===== config.mk =====
export PLATFORM = sky130hd
export DESIGN_NAME = packet_fifo
export DESIGN_NICKNAME = d
export VERILOG_FILES = /design/src/verilog/filter_cond_pkg.sv /design/src/verilog/packet_fifo.sv
export VERILOG_INCLUDE_DIRS = /design/src /design/src/verilog
export SDC_FILE = /design/constraint.sdc
export NUM_CORES = 2
export LEC_CHECK = 0
export BUFFER_PORTS_ARGS = -buffer_cell sky130_fd_sc_hd__buf_2
export CORE_ASPECT_RATIO = 0.7
export CORE_UTILIZATION = 35
export DETAILED_ROUTE_END_ITERATION = 6
export PLACE_DENSITY = 0.62
export SLEW_MARGIN = 0
export SYNTH_ARGS = -nofsm -noshare
export SYNTH_HDL_FRONTEND = slang
export SYNTH_SLANG_ARGS = --single-unit

===== constraint.sdc =====
create_clock -name ap_clk -period 21.2 [get_ports ap_clk]
set_input_delay 2.12 -clock ap_clk [delete_from_list [all_inputs] [get_ports ap_clk]]
set_output_delay 2.12 -clock ap_clk [all_outputs]
set_load 0.01 [all_outputs]

===== src/verilog/filter_cond_settings.svh =====
// Build-time sizes for the conditional filter stage.
// FC_PROG_THRESH must leave at least four free slots below FC_FIFO_DEPTH,
// because up to four packets can be popped before the first write lands.
`ifndef FILTER_COND_SETTINGS_SVH
`define FILTER_COND_SETTINGS_SVH

// Packet data layout
`define FC_DATA_W 32
`define FC_FIELDS 4

// Route identifier width
`define FC_ROUTE_W 8

// FIFO sizing
`define FC_FIFO_DEPTH 16
`define FC_PROG_THRESH 8

`endif

===== src/verilog/filter_cond_pkg.sv =====
// Packet, header and filter configuration types of the conditional filter stage.
// Field widths come from the settings header.
`include "filter_cond_settings.svh"

package filter_cond_pkg;

    typedef enum logic [0:0] {
        SEQ_RUNNING = 1'b0,
        SEQ_DONE    = 1'b1
    } seq_state_t;

    typedef enum logic [0:0] {
        CMD_ENGINE  = 1'b0,
        CMD_CONTROL = 1'b1
    } cmd_t;

    // Unsigned compare
    typedef enum logic [1:0] {
        CMP_EQ = 2'd0,
        CMP_GT = 2'd1,
        CMP_LT = 2'd2
    } cmp_op_t;

    // --------------------
    // Memory packet
    // --------------------
    typedef struct packed {
        logic [`FC_ROUTE_W-1:0] route_to;
        logic [`FC_ROUTE_W-1:0] route_from;
        logic [`FC_ROUTE_W-1:0] seq_src;
        seq_state_t             seq_state;
        cmd_t                   cmd;
    } packet_meta_t;

    typedef struct packed {
        logic [`FC_FIELDS-1:0][`FC_DATA_W-1:0] data;
        packet_meta_t                          meta;
    } memory_packet_t;

    typedef struct packed {
        logic           valid;
        memory_packet_t payload;
    } packet_beat_t;

    // --------------------
    // Filter configuration
    // --------------------
    typedef struct packed {
        logic [$clog2(`FC_FIELDS)-1:0] field_index;
        cmp_op_t                       op;
        logic [`FC_DATA_W-1:0]         value;
        logic                          filter_pass;
        logic                          conditional_flag;
        logic [`FC_ROUTE_W-1:0]        route_if;
        logic [`FC_ROUTE_W-1:0]        route_else;
    } filter_config_t;

    typedef struct packed {
        logic           valid;
        filter_config_t payload;
    } config_beat_t;

endpackage


===== src/verilog/packet_fifo.sv =====
// Show-ahead synchronous FIFO of memory packets; head is the oldest entry.
// Pop on empty and push on full are dropped silently, so callers watch prog_full.
// DEPTH must be at least 2.
`timescale 1ns/100ps
`include "filter_cond_settings.svh"

module packet_fifo
    import filter_cond_pkg::*;
#(
    parameter int DEPTH       = `FC_FIFO_DEPTH,
    parameter int PROG_THRESH = `FC_PROG_THRESH
) (
    input  logic           ap_clk,
    input  logic           areset_generator,
    input  logic           push,
    input  memory_packet_t push_data,
    input  logic           pop,
    output memory_packet_t head,
    output logic           empty,
    output logic           prog_full
);

    localparam int PTR_W   = $clog2(DEPTH);
    localparam int COUNT_W = $clog2(DEPTH + 1);

    memory_packet_t     mem [DEPTH];
    logic [PTR_W-1:0]   wr_ptr;
    logic [PTR_W-1:0]   rd_ptr;
    logic [COUNT_W-1:0] count;
    logic               push_ok;
    logic               pop_ok;

    assign push_ok = push & (count != COUNT_W'(DEPTH));
    assign pop_ok  = pop & ~empty;

    // Storage
    always_ff @(posedge ap_clk) begin
        if (push_ok) begin
            mem[wr_ptr] <= push_data;
        end
    end

    // Pointers and fill level
    always_ff @(posedge ap_clk) begin
        if (areset_generator) begin
            wr_ptr <= '0;
            rd_ptr <= '0;
            count  <= '0;
        end else begin
            if (push_ok) begin
                wr_ptr <= (wr_ptr == PTR_W'(DEPTH - 1)) ? '0 : wr_ptr + 1'b1;
            end
            if (pop_ok) begin
                rd_ptr <= (rd_ptr == PTR_W'(DEPTH - 1)) ? '0 : rd_ptr + 1'b1;
            end
            case ({push_ok, pop_ok})
                2'b10:   count <= count + 1'b1;
                2'b01:   count <= count - 1'b1;
                default: count <= count;
            endcase
        end
    end

    assign head      = mem[rd_ptr];
    assign empty     = (count == '0);
    assign prog_full = (count >= COUNT_W'(PROG_THRESH));

endmodule : packet_fifo


==> impl_metrics.tcl <==
set metrics [dict create \
    status "complete, no violations" \
    syn-num-nets 4055 \
    met3_length_um 16000 \
    cts-root-buf "clkbuf_16" \
    post_cts_buffers 0 \
    multi_input_area_um2 17500 \
    layout-drive-gt1-share_pct 30.5 \
    min_path_cells 2 \
    cts_tree "built" \
    synth-edff-count 2464 \
    worstSetupPathType "register to primary output" \
    grt_max_degree 107 \
    grt_pass1_vias 44423 \
    cp.arrival_ps 6380 \
    dp_hpwl_um 114000 \
    synth_xor_xnor_area_share_pct 0.0567 \
    fmax_mhz 118 \
    routed_via_density 5.35 \
    cp_max_fo 50 \
    wl_per_cell_um 28.6 \
    p_comb_share_pct 18.0 \
    swShare_pct 25.5 \
    top_layer_used "met5" \
    boundaryPins 314 \
    cellPowerDensity_nw_per_um2 113 \
    holdBufCountCts 0 \
    period_share_pct 40.1 \
    slowest_stage "dfxtp_4" \
    wl_um 230000 \
    num_rows 157 \
    fillers 22886 \
    power_frac_clock_pct 34.8 \
    firstDrtPassIters 5 \
    cts_sinks 2481 \
    worst_slew_pin_slew_ps 1130 \
    drtAntennaViolNets 0 \
    crit_path_end_kind "primary output" \
    slowest_delay_ps 960 \
    seq_area_frac_synth_pct 80.2 \
    netlist_instances 3889 \
    avgSynthCellArea_um2 23.8 \
    synth_cell_types 42 \
    synth.largest_area_cell "edfxtp_1" \
    htree_levels 4 \
    drt_iter0_markers 4250 \
    r2r_cells 7 \
    setup_viol 0 \
    cp_cell_sequence "buf_4, buf_4, buf_4, buf_4, mux4_2, a22oi_1, nand2_1, buf_2" \
    met2_wirelength_um 115000 \
    clkTransAtPathRegs_ps 60 \
    grt_use_total_pct 17.1 \
    fp.dieArea_um2 267000 \
    grt_pass1_wl_um 327000 \
    hold_class "register to register" \
    num_vias 42998 \
    finalSetupTns_ps 0 \
    ys_ff_latch 2481 \
    synthTopCellsByArea "edfxtp_1, mux4_2, a22oi_1" \
    cpMostUsedCell "buf_4" \
    synth_top_family_by_area "multiplexers" \
    synthFlopType "edfxtp_1" \
    cts_max_path_buffers 4 \
    synth_fa_ha_area_share_pct 0.108 \
    cp_num_buf_inv 5 \
    crit_required_ps 19080 \
    antenna_found_initial 64 \
    area_growth_pct 14.6 \
    async_reset_ff_share_pct 0 \
    fin_hold_ws_ps 528 \
    seqPwrFrac_pct 47.2 \
    met1_length_um 93600 \
    start_util_pct 35.3 \
    insertion_delay_ps 920 \
    numPortBuffers 313 \
    power_leakage_nw 32.5 \
    path_depth 8 \
    p_switching_mw 3.05 \
    r2r_setup_slack_ps 16630 \
    drv_cap 0 \
    rsz0062_at_grt "no" \
    die_y_um 433 \
    seqCellArea_um2 74300 \
    grt-ovfl-total 0 \
    design.core.area_um2 262000 \
    peakVddDrop_mv 0.0865 \
    slew_headroom_pct 24.9 \
    postCtsResizedCells 0 \
    internal-power_mw 8.92 \
    synth_top_area_share_pct 79.8 \
    globalplace.congestion 0.698 \
    syn_area_um2 92700 \
    yosys.area_share.simple_pct 0.989 \
    path_delay_family "buffers and inverters" \
    synth-warning-count 0 \
    report.final.slew_viol_count 0 \
    final_hold_viol_count 0 \
    nNetsFinal 4491 \
    critPathLaunchType "register" \
    fin_crit_ps 8500 \
    numCtsBuffers 241 \
    die_w_um 617 \
    synthMuxAreaShare_pct 15.0 \
    synth_compound_area_share_pct 2.53 \
    drt_drc_violations_left 0 \
    fin_skew_ps 97.5 \
]
## layout make-up
type / count / share of cell area [%]
antenna: 23 / 0.0542
multi-input combinational: 1187 / 16.5
clock buffer: 307 / 5.93
sequential: 2481 / 70.0
timing repair buffer: 407 / 2.22
tap: 3498 / 4.12
inverter: 7 / 0.0247
clock inverter: 131 / 1.22
## per-stage QoR
stage | cell area (um2) | cells | power (mW) | worst slack [ps] | utilization [%]
global route | 106000 | 8027 | 12.4 | 12020 | 40.5
global placement | 98600 | 7580 | 7.96 | 13400 | 37.6
floorplan | 92700 | 3889 | 7.30 | 7470 | -
CTS | 106000 | 8018 | 12.1 | 12330 | 40.5
finish | 106000 | 8041 | 12.0 | 12700 | 40.5
detailed placement | 98600 | 7580 | 7.98 | 13350 | 37.6
## worst register-to-register path, delay by kind of cell, from the launching register on
kind	cells	cell delay (ps)
and+or+nand+nor	3	790
DFF	1	500
AOI/OAI and AO/OA	1	320
buffers and inverters	3	2500
## sequential cells by signal, summed over array words and instances, names as in the netlist, named ones only
signal	count
mem	2464
count	5
rd_ptr	4
wr_ptr	4
## cells by family after synthesis
group                      after synthesis
and+or+nand+nor                        220
muxes                                  622
DFF                                   2481
AOI/OAI and AO/OA                      331
buffers and inverters                  221
xor gates and xnor gates                 6
adders and majority gates                8
## power groups by stage
stage / sequential (mW) / combinational [mW] / clock (mW)
2_1_floorplan: 5.78 / 1.52 / 0
3_5_place_dp: 5.76 / 2.22 / 0
6_report: 5.65 / 2.15 / 4.16
4_1_cts: 5.66 / 2.22 / 4.25
3_3_place_gp: 5.75 / 2.20 / 0
5_1_grt: 5.67 / 2.33 / 4.43
## layer usage
metal  vias to the layer above  GRT usage [%]
met2                      1447           28.7
met1                     23467           22.7
met5                         -              0
li1                      17684              -
met4                        42           4.57
met3                       358           3.45
## cells in the final DEF, fill, tap and decap left out, types with 6 or more instances in the layout
cell type	Yosys	routed
a21oi_1	6	6
a22oi_1	212	212
buf_12	0	7
buf_2	53	313
buf_4	13	87
bufinv_16	0	22
clkbuf_1	112	64
clkbuf_16	0	241
clkinv_1	0	55
clkinv_2	0	29
clkinvlp_4	0	11
dfxtp_1	17	14
diode_2	0	23
edfxtp_1	2464	2464
ha_1	8	8
inv_1	7	7
mux4_2	616	616
nand2_1	113	113
nor2_1	72	58
nor2_4	0	14
o22ai_1	96	96
## synth_stat cells, drive strengths merged (2+ instances only)
library cell	n
and2	2
mux4	616
mux2i	5
dfxtp	17
or2	3
nand3	2
or3	2
nor3	5
a22oi	212
nand2b	9
and3	2
a21oi	6
edfxtp	2464
nor2	72
nand2	113
nor4b	2
inv	7
xor2	5
a31oi	2
o22ai	96
a21o	2
o21ai	5
o211ai	2
buf	102
nor2b	5
clkbuf	112
ha	8
## final timing paths
kind                          start              endpoint
max reg2reg   count[2]$_SDFFE_PP0P_  mem[8][83]$_DFFE_PP_
min reg2reg  rd_ptr[0]$_SDFFE_PP0N_              register
max                        register              head[74]
min          rd_ptr[0]$_SDFFE_PP0N_              register
Power figures use the tool's default switching activity.
