File: src/verilog/filter_cond_settings.svh
// Build-time sizes for the conditional filter stage.
// FC_PROG_THRESH must leave at least four free slots below FC_FIFO_DEPTH,
// because up to four packets can be popped before the first write lands.
`ifndef FILTER_COND_SETTINGS_SVH
`define FILTER_COND_SETTINGS_SVH

// Packet data layout
`define FC_DATA_W 32
`define FC_FIELDS 4

// Route identifier width
`define FC_ROUTE_W 8

// FIFO sizing
`define FC_FIFO_DEPTH 16
`define FC_PROG_THRESH 8

`endif
File: src/verilog/filter_cond_pkg.sv
// Packet, header and filter configuration types of the conditional filter stage.
// Field widths come from the settings header.
`include "filter_cond_settings.svh"

package filter_cond_pkg;

    typedef enum logic [0:0] {
        SEQ_RUNNING = 1'b0,
        SEQ_DONE    = 1'b1
    } seq_state_t;

    typedef enum logic [0:0] {
        CMD_ENGINE  = 1'b0,
        CMD_CONTROL = 1'b1
    } cmd_t;

    // Unsigned compare
    typedef enum logic [1:0] {
        CMP_EQ = 2'd0,
        CMP_GT = 2'd1,
        CMP_LT = 2'd2
    } cmp_op_t;

    // --------------------
    // Memory packet
    // --------------------
    typedef struct packed {
        logic [`FC_ROUTE_W-1:0] route_to;
        logic [`FC_ROUTE_W-1:0] route_from;
        logic [`FC_ROUTE_W-1:0] seq_src;
        seq_state_t             seq_state;
        cmd_t                   cmd;
    } packet_meta_t;

    typedef struct packed {
        logic [`FC_FIELDS-1:0][`FC_DATA_W-1:0] data;
        packet_meta_t                          meta;
    } memory_packet_t;

    typedef struct packed {
        logic           valid;
        memory_packet_t payload;
    } packet_beat_t;

    // --------------------
    // Filter configuration
    // --------------------
    typedef struct packed {
        logic [$clog2(`FC_FIELDS)-1:0] field_index;
        cmp_op_t                       op;
        logic [`FC_DATA_W-1:0]         value;
        logic                          filter_pass;
        logic                          conditional_flag;
        logic [`FC_ROUTE_W-1:0]        route_if;
        logic [`FC_ROUTE_W-1:0]        route_else;
    } filter_config_t;

    typedef struct packed {
        logic           valid;
        filter_config_t payload;
    } config_beat_t;

endpackage

File: src/verilog/filter_cond_pipeline.sv
// Three register stages: capture, compare, route. Pop to output push is three cycles.
// Pops stop once an end-of-sequence packet is taken, until config_valid drops.
// Result data is not rewritten; only route, cmd and the drop decision change.
`timescale 1ns/100ps
`include "filter_cond_settings.svh"

module filter_cond_pipeline
    import filter_cond_pkg::*;
(
    input  logic           ap_clk,
    input  logic           areset_generator,
    input  filter_config_t active_config,
    input  logic           config_valid,
    input  memory_packet_t in_head,
    input  logic           in_empty,
    input  logic           engine_prog_full,
    input  logic           control_prog_full,
    input  logic           engine_empty,
    input  logic           control_empty,
    output logic           in_pop,
    output logic           engine_push,
    output memory_packet_t engine_data,
    output logic           control_push,
    output memory_packet_t control_data,
    output logic           sequence_end,
    output logic           drained
);

    logic                  end_seen;
    logic                  s1_valid;
    memory_packet_t        s1_packet;
    logic [`FC_DATA_W-1:0] s1_field;
    logic                  s1_match;
    logic                  s2_valid;
    logic                  s2_match;
    memory_packet_t        s2_packet;
    logic                  s2_pass;
    logic                  s2_end;
    logic                  s2_forward;
    memory_packet_t        s2_routed;
    logic                  s3_engine;
    logic                  s3_control;
    logic                  s3_end;
    memory_packet_t        s3_packet;

    // --------------------
    // Input side
    // --------------------
    assign in_pop = config_valid & ~in_empty & ~engine_prog_full & ~control_prog_full
                    & ~end_seen;

    always_ff @(posedge ap_clk) begin
        if (areset_generator) begin
            end_seen <= 1'b0;
        end else if (~config_valid) begin
            end_seen <= 1'b0;
        end else if (in_pop && (in_head.meta.seq_state == SEQ_DONE)) begin
            end_seen <= 1'b1;
        end
    end

    // Stage valids
    always_ff @(posedge ap_clk) begin
        if (areset_generator) begin
            s1_valid   <= 1'b0;
            s2_valid   <= 1'b0;
            s3_engine  <= 1'b0;
            s3_control <= 1'b0;
            s3_end     <= 1'b0;
        end else begin
            s1_valid   <= in_pop;
            s2_valid   <= s1_valid;
            s3_engine  <= s2_valid & s2_forward & (s2_routed.meta.cmd != CMD_CONTROL);
            s3_control <= s2_valid & s2_forward & (s2_routed.meta.cmd == CMD_CONTROL);
            s3_end     <= s2_valid & s2_end;
        end
    end

    // --------------------
    // Compare
    // --------------------
    assign s1_field = s1_packet.data[active_config.field_index];

    always_comb begin
        case (active_config.op)
            CMP_EQ:  s1_match = (s1_field == active_config.value);
            CMP_GT:  s1_match = (s1_field > active_config.value);
            CMP_LT:  s1_match = (s1_field < active_config.value);
            default: s1_match = 1'b0;
        endcase
    end

    // --------------------
    // Route
    // --------------------
    assign s2_pass = (s2_match == active_config.filter_pass);
    assign s2_end  = (s2_packet.meta.seq_state == SEQ_DONE);

    always_comb begin
        s2_routed  = s2_packet;
        s2_forward = s2_pass;
        if (s2_end) begin
            // End packet returns to its sequence source
            s2_forward                = 1'b1;
            s2_routed.meta.cmd        = CMD_CONTROL;
            s2_routed.meta.route_to   = s2_packet.meta.seq_src;
            s2_routed.meta.route_from = s2_packet.meta.seq_src;
        end else if (active_config.conditional_flag) begin
            s2_forward              = 1'b1;
            s2_routed.meta.route_to = s2_pass ? active_config.route_if
                                              : active_config.route_else;
        end
    end

    // Payload registers
    always_ff @(posedge ap_clk) begin
        if (in_pop) begin
            s1_packet <= in_head;
        end
        s2_match  <= s1_match;
        s2_packet <= s1_packet;
        s3_packet <= s2_routed;
    end

    assign engine_push  = s3_engine;
    assign engine_data  = s3_packet;
    assign control_push = s3_control;
    assign control_data = s3_packet;
    assign sequence_end = s3_end;

    // Nothing in flight and nothing waiting at the outputs
    assign drained = ~s1_valid & ~s2_valid & ~s3_engine & ~s3_control
                     & engine_empty & control_empty;

endmodule : filter_cond_pipeline

File: config.mk
export PLATFORM = sky130hd
export DESIGN_NAME = filter_cond_pipeline
export DESIGN_NICKNAME = d
export VERILOG_FILES = /design/src/verilog/filter_cond_pkg.sv /design/src/verilog/filter_cond_pipeline.sv
export VERILOG_INCLUDE_DIRS = /design/src /design/src/verilog
export SDC_FILE = /design/constraint.sdc
export NUM_CORES = 1
export LEC_CHECK = 0
export ABC_AREA = 1
export BUFFER_PORTS_ARGS = -buffer_cell sky130_fd_sc_hd__buf_2
export CORE_AREA = 2 2 206 208
export CTS_CLUSTER_DIAMETER = 40
export DETAILED_ROUTE_END_ITERATION = 8
export DIE_AREA = 0 0 208 210
export PLACE_DENSITY_LB_ADDON = 0.15
export SLEW_MARGIN = 20
export SYNTH_ARGS = -nofsm -noshare
export SYNTH_HDL_FRONTEND = slang
export SYNTH_SLANG_ARGS = --single-unit
export TNS_END_PERCENT = 1
File: constraint.sdc
create_clock -name ap_clk -period 4.64 [get_ports ap_clk]
set_input_delay 0.232 -clock ap_clk [delete_from_list [all_inputs] [get_ports ap_clk]]
set_output_delay 0.232 -clock ap_clk [all_outputs]
set_load 0.05 [all_outputs]
==> results.py <==
metrics = {
    "clocking": {
        "cts_buffers": 59,
        "cts_tree": "done",
        "clockBufferDepth": 3,
        "clockRootBuffer": "clkbuf_16",
        "clk_latency_ps": 590,
        "clk_pin_slew_worst_paths_ps": 60,
        "clkSinkCount": 469,
        "cts_max_level": 2,
    },
    "routing": {
        "first_pass_iters": 4,
        "vias": 9227,
        "topRoutingLayerUsed": "met5",
        "dr_wl_met3_mm": 2.15,
        "ant_nets": 0,
        "drcViolationCount": 0,
        "drtIter0Drc": 331,
        "wire_per_inst_um": 16.3,
        "wl_met2_mm": 18.5,
        "viasPerCell": 4.15,
        "routed_wl_mm": 36.3,
        "wl_met1_mm": 14.6,
    },
    "sta": {
        "post-route-min-period_ps": 2380,
        "skew_ps": 21.1,
        "setup_viol": 0,
        "finalMaxSlewViolations": 0,
        "slew_headroom_pct": 37.7,
        "worst_slew_pin_slew_ps": 934,
        "finalHoldViolCount": 0,
        "max_clock_freq_mhz": 420,
        "fin_setup_tns_ps": 0,
        "fin_crit_sh_pct": 51.3,
        "rsz0062_at_grt": "false",
    },
    "critical_path": {
        "startpoint_type": "input pin",
        "crit_path_max_fanout": 48,
        "path_class": "input pin to output port",
        "crit_required_ps": 4410,
        "cp.arrival_ps": 2150,
        "cp-end-kind": "output port",
    },
    "cells_and_area": {
        "nets": 1881,
        "drive_above_1_share_pct": 38.4,
        "areaGrowthSynthToFinish_pct": 41.5,
        "n_fill_cell": 3713,
        "fin_area_sq_um": 20100,
    },
    "floorplan": {
        "die_y_um": 210,
        "initial_core_util_pct": 34.3,
        "core_sq_um": 41500,
        "chipWidth_um": 208,
        "die-area_sq_um": 43700,
        "io_pins": 529,
        "rows": 75,
    },
    "global_route": {
        "grt_max_degree": 68,
        "grt-ovfl-total": 0,
        "first_global_vias": 9446,
        "grt_pass1_wl_mm": 53.4,
        "antenna_found_initial": 2,
        "grt.total_usage_pct": 16.1,
    },
    "power": {
        "ir_drop_v": 0.000318,
        "powerDensity_nw_per_um2": 487,
        "p_leak_uw": 0.00895,
    },
    "synth": {
        "synth_top_cell_by_area": "dfxtp_1",
        "synth_area_leaders": "dfxtp_1 44%, edfxtp_1 33%, buf_4 8.1%",
        "synth_seq_area_share_pct": 76.8,
        "syn_nets": 1287,
        "ys_warn_count": 0,
        "syn_area_sq_um": 14200,
        "synth_cells": 1039,
        "synth_top_area_share_pct": 44.3,
        "synth.distinct_cells": 28,
        "syn_area_per_cell_sq_um": 13.7,
        "synth_seq_cells": 469,
    },
    "worst_hold_path": {
        "hold_class": "input pin to flip-flop",
    },
    "run_status": {
        "outcome": "finished clean",
    },
    "placed_design": {
        "post-dp-hpwl_mm": 25.4,
        "numPortBuffers": 528,
        "gp_congestion": 0.761,
        "placed_area_sq_um": 16400,
    },
    "job": {
        "drv_cap": 0,
    },
}
==> routing by layer <==
metal / vias up / GRT usage, %
met5: - / 0
met4: 2 / 6.85
met3: 73 / 3.53
met2: 363 / 28.5
met1: 4244 / 18.8
li1: 4545 / -
==> through the flow <==
stage | setup slack (ps) | hold WS (ps) | total power (uW) | instances | util [%]
after floorplan | 1610 | 303 | 5040 | 1039 | -
after global placement | 1650 | 310 | 5240 | 1938 | 39.5
after detailed placement | 1580 | 312 | 5250 | 1938 | 39.5
after CTS | 2210 | 11.5 | 9940 | 2222 | 48.5
after global routing | 1980 | 55.6 | 10200 | 2223 | 48.5
final | 2260 | 52.9 | 9810 | 2223 | 48.5
==> Yosys cell counts <==
| cell | instances |
|---|---|
| dfxtp_1 | 315 |
| o22ai_1 | 31 |
| a21oi_1 | 13 |
| nand3_1 | 8 |
| nand4_1 | 3 |
| inv_1 | 47 |
| buf_4 | 154 |
| o311ai_2 | 1 |
| or2_4 | 1 |
| ha_1 | 32 |
| nand2_4 | 1 |
| and2_1 | 1 |
| nor2_2 | 3 |
| inv_2 | 3 |
| nand2_1 | 76 |
| nor3_1 | 2 |
| a21o_1 | 2 |
| clkbuf_2 | 2 |
| a21oi_2 | 1 |
| edfxtp_1 | 154 |
| o21ai_0 | 64 |
| nor2_1 | 97 |
| a32o_1 | 1 |
| o311ai_1 | 7 |
| a22oi_1 | 1 |
| buf_2 | 6 |
| o21a_1 | 1 |
| clkbuf_1 | 12 |
==> repair_timing <==
item	CTS	global route
hold endpoints to repair	169	0
hold buffers	173	0
resized for setup	0	0
setup endpoints to repair	0	0
setup buffers	0	0
==> placed cells by master, fill, tap and decap left out, types with 13 or more instances in the layout <==
cell type      instances
buf_2                528
dfxtp_1              315
dlygate4sd3_1        173
edfxtp_1             154
nor2_1                97
nand2_1               76
clkbuf_16             66
o21ai_0               64
inv_1                 46
ha_1                  32
o22ai_1               31
a21oi_1               13
==> sequential cells by signal, summed over array words and instances (netlist names) <==
signal	cells
s1_packet	154
s1_valid	1
s2_valid	1
s2_match	1
end_seen	1
control_push	1
s2_packet	153
engine_push	1
control_data	154
sequence_end	1
s2_end	1
==> logic make-up after synthesis <==
group,synth area share [%]
flops,76.8
fa+ha+maj,2.81
compound gates,4.96
buf+inv,10.0
simple gates,5.36
==> power by group <==
group	leakage (uW)	internal, uW	switching, uW	total (uW)
sequential	0.00405	4370	59.5	4430
clock	0.000980	2710	1840	4540
combinational	0.00392	292	548	839
total	0.00895	7370	2440	9810
==> layout make-up <==
| type | count | area, sq um | area share (%) |
|---|---|---|---|
| Tap cell | 539 | 674 | 3.35 |
| Inverter | 50 | 188 | 0.932 |
| Antenna cell | 1 | 2.50 | 0.0124 |
| Sequential cell | 469 | 10900 | 54.3 |
| Multi-Input combinational cell | 346 | 1870 | 9.30 |
| Timing Repair Buffer | 707 | 4430 | 22.0 |
| Clock buffer | 75 | 1700 | 8.42 |
| Clock inverter | 36 | 340 | 1.69 |
==> final timing paths <==
check                         start               end  slack, ps  cells past startpoint
hold reg to reg       s2_packet[37]  control_data[37]        300                      0
hold / removal    active_config[50]          s2_match         50                      4
setup reg to reg             s2_end  control_data[21]       2460                      4
setup / recovery       config_valid            in_pop       2260                      6
==> critical path, cell delays in order <==
cell           delay (ps)
dlygate4sd3_1         530
buf_2                 100
inv_1                  40
nor3_1                120
and2_4                660
buf_2                 390
Note: power is estimated with default switching activity, not from simulation.
