--- src/verilog/filter_cond_settings.svh ---
// Build-time sizes for the conditional filter stage.
// FC_PROG_THRESH must leave at least four free slots below FC_FIFO_DEPTH,
// because up to four packets can be popped before the first write lands.
`ifndef FILTER_COND_SETTINGS_SVH
`define FILTER_COND_SETTINGS_SVH

// Packet data layout
`define FC_DATA_W 32
`define FC_FIELDS 4

// Route identifier width
`define FC_ROUTE_W 8

// FIFO sizing
`define FC_FIFO_DEPTH 16
`define FC_PROG_THRESH 8

`endif
--- src/verilog/filter_cond_pkg.sv ---
// Packet, header and filter configuration types of the conditional filter stage.
// Field widths come from the settings header.
`include "filter_cond_settings.svh"

package filter_cond_pkg;

    typedef enum logic [0:0] {
        SEQ_RUNNING = 1'b0,
        SEQ_DONE    = 1'b1
    } seq_state_t;

    typedef enum logic [0:0] {
        CMD_ENGINE  = 1'b0,
        CMD_CONTROL = 1'b1
    } cmd_t;

    // Unsigned compare
    typedef enum logic [1:0] {
        CMP_EQ = 2'd0,
        CMP_GT = 2'd1,
        CMP_LT = 2'd2
    } cmp_op_t;

    // --------------------
    // Memory packet
    // --------------------
    typedef struct packed {
        logic [`FC_ROUTE_W-1:0] route_to;
        logic [`FC_ROUTE_W-1:0] route_from;
        logic [`FC_ROUTE_W-1:0] seq_src;
        seq_state_t             seq_state;
        cmd_t                   cmd;
    } packet_meta_t;

    typedef struct packed {
        logic [`FC_FIELDS-1:0][`FC_DATA_W-1:0] data;
        packet_meta_t                          meta;
    } memory_packet_t;

    typedef struct packed {
        logic           valid;
        memory_packet_t payload;
    } packet_beat_t;

    // --------------------
    // Filter configuration
    // --------------------
    typedef struct packed {
        logic [$clog2(`FC_FIELDS)-1:0] field_index;
        cmp_op_t                       op;
        logic [`FC_DATA_W-1:0]         value;
        logic                          filter_pass;
        logic                          conditional_flag;
        logic [`FC_ROUTE_W-1:0]        route_if;
        logic [`FC_ROUTE_W-1:0]        route_else;
    } filter_config_t;

    typedef struct packed {
        logic           valid;
        filter_config_t payload;
    } config_beat_t;

endpackage

--- src/verilog/filter_cond_config.sv ---
// Run control of the filter stage: start, config request and latch, drain, done.
// A config beat is taken in the request cycle or any cycle after it, until latched.
// start is only honoured while done is high.
`timescale 1ns/100ps

module filter_cond_config
    import filter_cond_pkg::*;
(
    input  logic           ap_clk,
    input  logic           areset_generator,
    input  logic           start,
    input  config_beat_t   config_in,
    input  logic           sequence_end,
    input  logic           drained,
    output logic           config_request,
    output filter_config_t active_config,
    output logic           config_valid,
    output logic           done
);

    typedef enum logic [2:0] {
        IDLE,
        REQUEST,
        WAIT_CONFIG,
        ACTIVE,
        DRAIN
    } run_state_t;

    run_state_t state;
    run_state_t next_state;
    logic       take_config;

    assign take_config = config_in.valid & ((state == REQUEST) | (state == WAIT_CONFIG));

    // --------------------
    // Run FSM
    // --------------------
    always_ff @(posedge ap_clk) begin
        if (areset_generator) begin
            state <= IDLE;
        end else begin
            state <= next_state;
        end
    end

    always_comb begin
        next_state = state;
        case (state)
            IDLE: begin
                if (start) begin
                    next_state = REQUEST;
                end
            end
            REQUEST: begin
                next_state = config_in.valid ? ACTIVE : WAIT_CONFIG;
            end
            WAIT_CONFIG: begin
                if (config_in.valid) begin
                    next_state = ACTIVE;
                end
            end
            // Held until the end packet leaves the pipeline
            ACTIVE: begin
                if (sequence_end) begin
                    next_state = DRAIN;
                end
            end
            DRAIN: begin
                if (drained) begin
                    next_state = IDLE;
                end
            end
            default: next_state = IDLE;
        endcase
    end

    // Config latch, cleared as the run completes
    always_ff @(posedge ap_clk) begin
        if (areset_generator) begin
            active_config <= '0;
        end else if (take_config) begin
            active_config <= config_in.payload;
        end else if ((state == DRAIN) && drained) begin
            active_config <= '0;
        end
    end

    assign config_request = (state == REQUEST);
    assign config_valid   = (state == ACTIVE);
    assign done           = (state == IDLE);

endmodule : filter_cond_config

--- config.mk ---
export PLATFORM = sky130hd
export DESIGN_NAME = filter_cond_config
export DESIGN_NICKNAME = d
export VERILOG_FILES = /design/src/verilog/filter_cond_pkg.sv /design/src/verilog/filter_cond_config.sv
export VERILOG_INCLUDE_DIRS = /design/src /design/src/verilog
export SDC_FILE = /design/constraint.sdc
export NUM_CORES = 1
export LEC_CHECK = 0
export BUFFER_PORTS_ARGS = -buffer_cell sky130_fd_sc_hd__buf_2
export CAP_MARGIN = 20
export CORE_MARGIN = 1
export CORE_UTILIZATION = 42
export CTS_CLUSTER_DIAMETER = 80
export DETAILED_ROUTE_END_ITERATION = 7
export PLACE_DENSITY = 0.78
export SYNTH_ARGS = -nofsm -noshare
export SYNTH_HDL_FRONTEND = slang
export SYNTH_SLANG_ARGS = --single-unit
--- constraint.sdc ---
create_clock -name ap_clk -period 2.14 [get_ports ap_clk]
set_input_delay 0.642 -clock ap_clk [delete_from_list [all_inputs] [get_ports ap_clk]]
set_output_delay 0.642 -clock ap_clk [all_outputs]
set_load 0.1 [all_outputs]
==> flow_summary.yaml, run 1 <==
min_path:
  worst_hold_path_type: "reg2reg"
sta:
  timing.max_slew.rel_slack_pct: 66.7
  maxSlewViolCount: 0
  setup_repair_after_global_routing_missed_its_margin: "no"
  fmax_mhz: 490
  timing.final.hold_violations: 0
  timing_worst_slew_pin_value_ns: 0.503
  final.setup_skew_ns: 0.00552
  layout_worst_path_cycle_share_pct: 95.4
  setup_ws_ns: 0.0994
  setup_viol: 0
  final.min_clock_period_ns: 2.04
synthesis:
  synth_top_flop_cell: "sky130_fd_sc_hd__dfxtp_1"
  synthesis.yosys.warnings: 0
  ys_types: 23
  synth_async_sr_flop_share_pct: 0
  synth-edff-count: 0
  post_synth_inst_count: 145
  synth_largest_area_cell: "sky130_fd_sc_hd__dfxtp_1"
  synth_top_cells_by_area: "sky130_fd_sc_hd__dfxtp_1 59%, sky130_fd_sc_hd__a22o_2 24%, sky130_fd_sc_hd__buf_6 3.5%"
  synthDominantCellAreaShare_pct: 59.2
  fraction_of_the_mapped_netlist_area_in_adder_cells_pct: 0
  yosys.area_share.simple_pct: 4.67
  synth_top_cells_by_count: "57 x sky130_fd_sc_hd__dfxtp_1, 47 x sky130_fd_sc_hd__a22o_2, 7 x sky130_fd_sc_hd__a22o_1, 6 x sky130_fd_sc_hd__buf_6, 5 x sky130_fd_sc_hd__buf_2"
  postSynthNetCount: 205
  synthesized_area_divided_by_synthesized_cell_count_um2: 13.3
  yosysSeqAreaShare_pct: 59.2
  synth_xor_xnor_area_share_pct: 0.454
  yosys_register_bits: 57
  netlist_area_before_placement_mm2: 0.00193
  main_combinational_cell_family_by_area_after_synthesis: "compound AO/OA/AOI/OAI gates"
  synth-compound-area-share_pct: 30.2
  leading_cell_type_by_number_of_instances_after_synthesis: "sky130_fd_sc_hd__dfxtp_1"
  yosys-mux-area-fraction_pct: 0
critical_path:
  ff2ff_setup_slack_ns: 0.31
  startpoint_type: "flip-flop"
  worst-endpoint-required_ns: 1.50
  critical_path_class: "reg2out"
  cpLargestDelayFamily: "flip-flops"
  critPathMaxFanout: 12
  timing.critical_path.slowest_cell_delay_ns: 0.62
  worst-endpoint-arrival_ns: 1.40
  worstPathCellList: "and3_1, buf_12"
  worst-path-buf-inv: 1
  crit_path_top_delay_cell: "sky130_fd_sc_hd__dfxtp_1"
  timing.critical_path.to_type: "output pin"
clock_tree:
  cts-resized-gates: 0
  cts-htree-levels: 3
  clock-sinks: 57
  cts_tree: "yes"
  holdBufCountCts: 0
  cts-buffers-inserted: 9
  clk-insertion-delay-late_ns: 0.31
  cts.repair_timing.setup_buffer_count: 0
  cts_buffer_depth: 2
  clk_root_buffer_cell: "sky130_fd_sc_hd__clkbuf_8"
  path_clk_slew_ns: 0.06
floorplan:
  initial_utilization_pct: 44.0
  core.rowCount: 24
  die_area_mm2: 0.00487
  floorplan.core_area_mm2: 0.00438
  ioPinCount: 117
  die_height_um: 69.8
  dieWidth_um: 69.8
grt:
  grt_util_met2_pct: 30.3
  grt.met1_usage_pct: 24.6
  globalRouteMet3Util_pct: 4.07
  grt_max_degree: 32
  grt_pass1_wl_mm: 7.27
  gr-max-usage-layer: "met2"
  residual_overflow_from_global_routing: 0
  first_global_vias: 1499
  globalRouteTotalUtil_pct: 19.1
  antenna_found_initial: 0
detailed_routing:
  wirelength_mm: 4.55
  drt_first_pass_iters: 4
  final_antenna_net_count: 0
  drt-initial-drc-count: 57
  drcViolationCount: 0
  routed_wire_length_per_instance_um: 14.3
  route.detailed.vias_per_inst: 5.03
  vias: 1605
power:
  irDropWorstVdd_mv: 0.525
  total_leakage_power_nw: 1.40
  power.density_cell_area_mw_per_mm2: 1180
place:
  finalWeightedCongestion: 0.792
  port_buffers: 116
  dp_hpwl_mm: 3.10
  placed_area_mm2: 0.00257
  place_worst_setup_slack_ns: 0.291
finish:
  final.fill_count: 378
  synthToLayoutAreaGrowth_pct: 43.3
  final_layout_size_suffix_gt1_share_pct: 70.0
  diodes: 0
  final_area_mm2: 0.00276
  final_net_count: 323
job:
  max_cap_viol_count: 0
run_status:
  status: "finished, final reports clean"
==> routing by layer <==
metal	vias up	share of wire, %
met5	-	0
met4	0	1.9
met3	7	5.9
met2	68	48
met1	738	44
li1	792	-
==> path summary, 6_finish.rpt <==
kind / start / cells past startpoint / endpoint
worst min register to register: active_config[49] / 1 / active_config[49]
worst max register to register: state[1] / 4 / active_config[53]
worst min-delay path: active_config[49] / 1 / active_config[49]
worst max-delay path: state[1] / 2 / config_valid
==> registers in the layout, indices dropped and copies added (netlist names) <==
name           flops
active_config     54
state              3
==> worst reg2reg max path, stage by stage (launching register included) <==
cell                       delay, ns
sky130_fd_sc_hd__dfxtp_1        0.62
sky130_fd_sc_hd__and4bb_4       0.32
sky130_fd_sc_hd__a311oi_4       0.32
sky130_fd_sc_hd__buf_4          0.32
sky130_fd_sc_hd__a22o_2         0.20
==> area by class of cell <==
type	count	area [µm²]	share of cell area (%)
inverter	1	3.75	0.136
clock buffer	12	155	5.61
clock inverter	3	40.0	1.45
multi-input combinational	74	706	25.5
sequential	57	1140	41.3
timing repair buffer	120	653	23.6
tap	52	65.1	2.35
==> cells in the final DEF (no fill, tap or decap), drive strengths merged, types with 2 or more instances in the layout <==
| master | n |
|---|---|
| clkbuf | 12 |
| nor2 | 2 |
| a211oi | 2 |
| dfxtp | 57 |
| a22o | 54 |
| clkinv | 2 |
| and3 | 3 |
| nor3 | 2 |
| buf | 120 |
==> logic make-up (layout without fill, tap and decap cells) <==
family | count (synthesis) | count (layout)
AOI/OAI and AO/OA | 59 | 59
DFF | 57 | 57
and+or+nand+nor | 14 | 14
buffers and inverters | 14 | 136
xor gates and xnor gates | 1 | 1
==> power breakdown <==
part | internal, mW | switching (mW) | total [mW] | leakage [nW]
Clock | 0.591 | 0.374 | 0.965 | 0.102
Sequential | 1.16 | 0.0605 | 1.22 | 0.465
Combinational | 0.226 | 0.858 | 1.08 | 0.838
Total | 1.97 | 1.29 | 3.27 | 1.40
==> through the flow <==
stage	TNS [ns]	utilization (%)	hold WS, ns	cells	power [mW]
after CTS	0	63.0	0.476	319	3.30
after global routing	0	63.0	0.493	319	3.39
after detailed placement	0	58.6	0.458	304	2.33
after global placement	0	58.6	0.457	304	2.32
final	0	63.0	0.476	319	3.27
after floorplan	-0.0375	-	0.540	145	2.14
Power figures use the tool's default switching activity.
==> inputs of run 2 (changes only) <==
--- a/config.mk
+++ b/config.mk
@@ -9,10 +9,10 @@
 export BUFFER_PORTS_ARGS = -buffer_cell sky130_fd_sc_hd__buf_2
 export CAP_MARGIN = 20
 export CORE_MARGIN = 1
-export CORE_UTILIZATION = 42
+export CORE_UTILIZATION = 45
 export CTS_CLUSTER_DIAMETER = 80
 export DETAILED_ROUTE_END_ITERATION = 7
-export PLACE_DENSITY = 0.78
+export PLACE_DENSITY = 0.83
 export SYNTH_ARGS = -nofsm -noshare
 export SYNTH_HDL_FRONTEND = slang
 export SYNTH_SLANG_ARGS = --single-unit
==> constraint.sdc (replaced) <==
create_clock -name ap_clk -period 2.65 [get_ports ap_clk]
set_input_delay 0.795 -clock ap_clk [delete_from_list [all_inputs] [get_ports ap_clk]]
set_output_delay 0.795 -clock ap_clk [all_outputs]
set_load 0.1 [all_outputs]
==> run 2 against run 1 <==
Against the previous run:
- clock power is 15% lower
- first-iteration DRC count grew 32%
- routed wire length fell by 3.3%
- sequential share of layout area increased by 0.49 points
- combinational power decreased by 21%
- via count is 0.62% higher
- final cell count fell by 0.31%
- critical path type unchanged
- largest power group unchanged
- highest routed layer unchanged
==> flow_summary.yaml, run 2 (synthesis results as in run 1) <==
run_status:
  status: "finished, final reports clean"
clock_tree:
  clk-insertion-delay-late_ns: 0.32
  holdBufCountCts: 0
  cts-htree-levels: 3
  cts.repair_timing.setup_buffer_count: 0
  cts-buffers-inserted: 9
  cts-resized-gates: 0
  path_clk_slew_ns: 0.06
  clock-sinks: 57
  cts_buffer_depth: 2
  clk_root_buffer_cell: "sky130_fd_sc_hd__clkbuf_8"
  cts_tree: "yes"
finish:
  largest_registers: "active_config (54), state (3)"
  largest-register: "active_config"
  final_layout_size_suffix_gt1_share_pct: 69.8
  final-instance-count-excl-fill: 318
  layout.cells.most_common: "sky130_fd_sc_hd__buf_2"
  largest_register_ff_count: 54
  final_net_count: 323
  synthToLayoutAreaGrowth_pct: 41.7
  most-common-layout-cells: "116 x sky130_fd_sc_hd__buf_2, 57 x sky130_fd_sc_hd__dfxtp_1, 47 x sky130_fd_sc_hd__a22o_2"
  diodes: 0
sta:
  fmax_mhz: 439
  maxSlewViolCount: 0
  fin_tns_setup_ns: 0
  timing.max_slew.rel_slack_pct: 67.2
  timing.final.hold_violations: 0
  layout_worst_path_cycle_share_pct: 86.1
  whs_ns: 0.474
  final.min_clock_period_ns: 2.28
  setup_viol: 0
  final.setup_skew_ns: 0.00556
  setup_repair_after_global_routing_missed_its_margin: "no"
  timing_worst_slew_pin_value_ns: 0.496
critical_path:
  ff2ff_setup_slack_ns: 0.82
  critical_path_class: "reg2out"
  worst-endpoint-required_ns: 1.86
  timing.critical_path.to_type: "output pin"
  worstPathCellList: "and3_1, buf_2"
  timing.critical_path.slowest_cell_delay_ns: 0.55
  worst-path-buf-inv: 1
  critPathMaxFanout: 12
  timing.reg2reg.worst_path_depth: 4
  worst-endpoint-arrival_ns: 1.49
  crit_path_top_delay_cell: "sky130_fd_sc_hd__dfxtp_1"
  rr_endpoint: "active_config[40]"
  regToRegStartpoint: "state[1]"
  startpoint_type: "flip-flop"
  cpLargestDelayFamily: "flip-flops"
power:
  totalPowerFinal_mw: 2.66
  irDropWorstVdd_mv: 0.486
  power.density_cell_area_mw_per_mm2: 973
  total_leakage_power_nw: 1.40
grt:
  grt_max_degree: 31
  residual_overflow_from_global_routing: 0
  globalRouteTotalUtil_pct: 19.6
  first_global_vias: 1399
  antenna_found_initial: 0
  grt_pass1_wl_mm: 6.39
min_path:
  source_of_the_worst_hold_timing_path: "active_config[52]"
  hold-path-cell-count: 1
  worst_hold_path_type: "reg2reg"
  holdPathEnd: "active_config[52]"
floorplan:
  initial_utilization_pct: 47.5
  floorplan.core_area_mm2: 0.00406
  die_height_um: 67.5
  dieWidth_um: 67.5
  core.rowCount: 23
  die_area_mm2: 0.00455
  ioPinCount: 117
place:
  finalWeightedCongestion: 0.716
  dp_hpwl_mm: 3.11
  place_inst: 302
  port_buffers: 116
detailed_routing:
  drt-initial-drc-count: 75
  drt_first_pass_iters: 4
  drcViolationCount: 0
  vias: 1615
  route.detailed.vias_per_inst: 5.08
  routed_wire_length_per_instance_um: 13.8
  wirelength_mm: 4.40
  final_antenna_net_count: 0
job:
  max_cap_viol_count: 0
==> run 2: through the flow <==
step	instance area [µm²]	util, %	setup slack (ns)
finish	2730	67.3	0.370
global route	2730	67.3	0.284
CTS	2730	67.3	0.347
detailed placement	2520	62.2	0.658
global placement	2520	62.2	0.702
floorplan	1940	-	0.127
==> run 2: how the worst max path moves through the flow <==
stage          startpoint           endpoint  slack (ns)  depth (start not counted)
2_1_floorplan    state[1]     config_request        0.13                          2
3_3_place_gp      drained  active_config[14]        0.70                          5
3_5_place_dp      drained  active_config[18]        0.66                          5
4_1_cts          state[1]       config_valid        0.35                          2
5_1_grt          state[0]     config_request        0.28                          2
6_report         state[1]       config_valid        0.37                          2
==> run 2: cell type report <==
class / count / area (µm²)
multi-input combinational: 74 / 693
clock inverter: 2 / 35.0
fill: 330 / 1330
sequential: 57 / 1140
inverter: 1 / 3.75
clock buffer: 14 / 173
timing repair buffer: 120 / 623
tap: 50 / 62.6
==> run 2: metal layers <==
metal  wire [µm]  vias up  track usage (%)
li1            -      794                -
met1        1930      740             22.1
met2        2010       75             30.3
met4          59        0             13.6
met5           0        -                0
met3         399        6             7.43
==> run 2: power by group <==
part | switching [mW] | internal (mW)
sequential | 0.0472 | 0.935
combinational | 0.688 | 0.168
clock | 0.309 | 0.511
total | 1.04 | 1.61
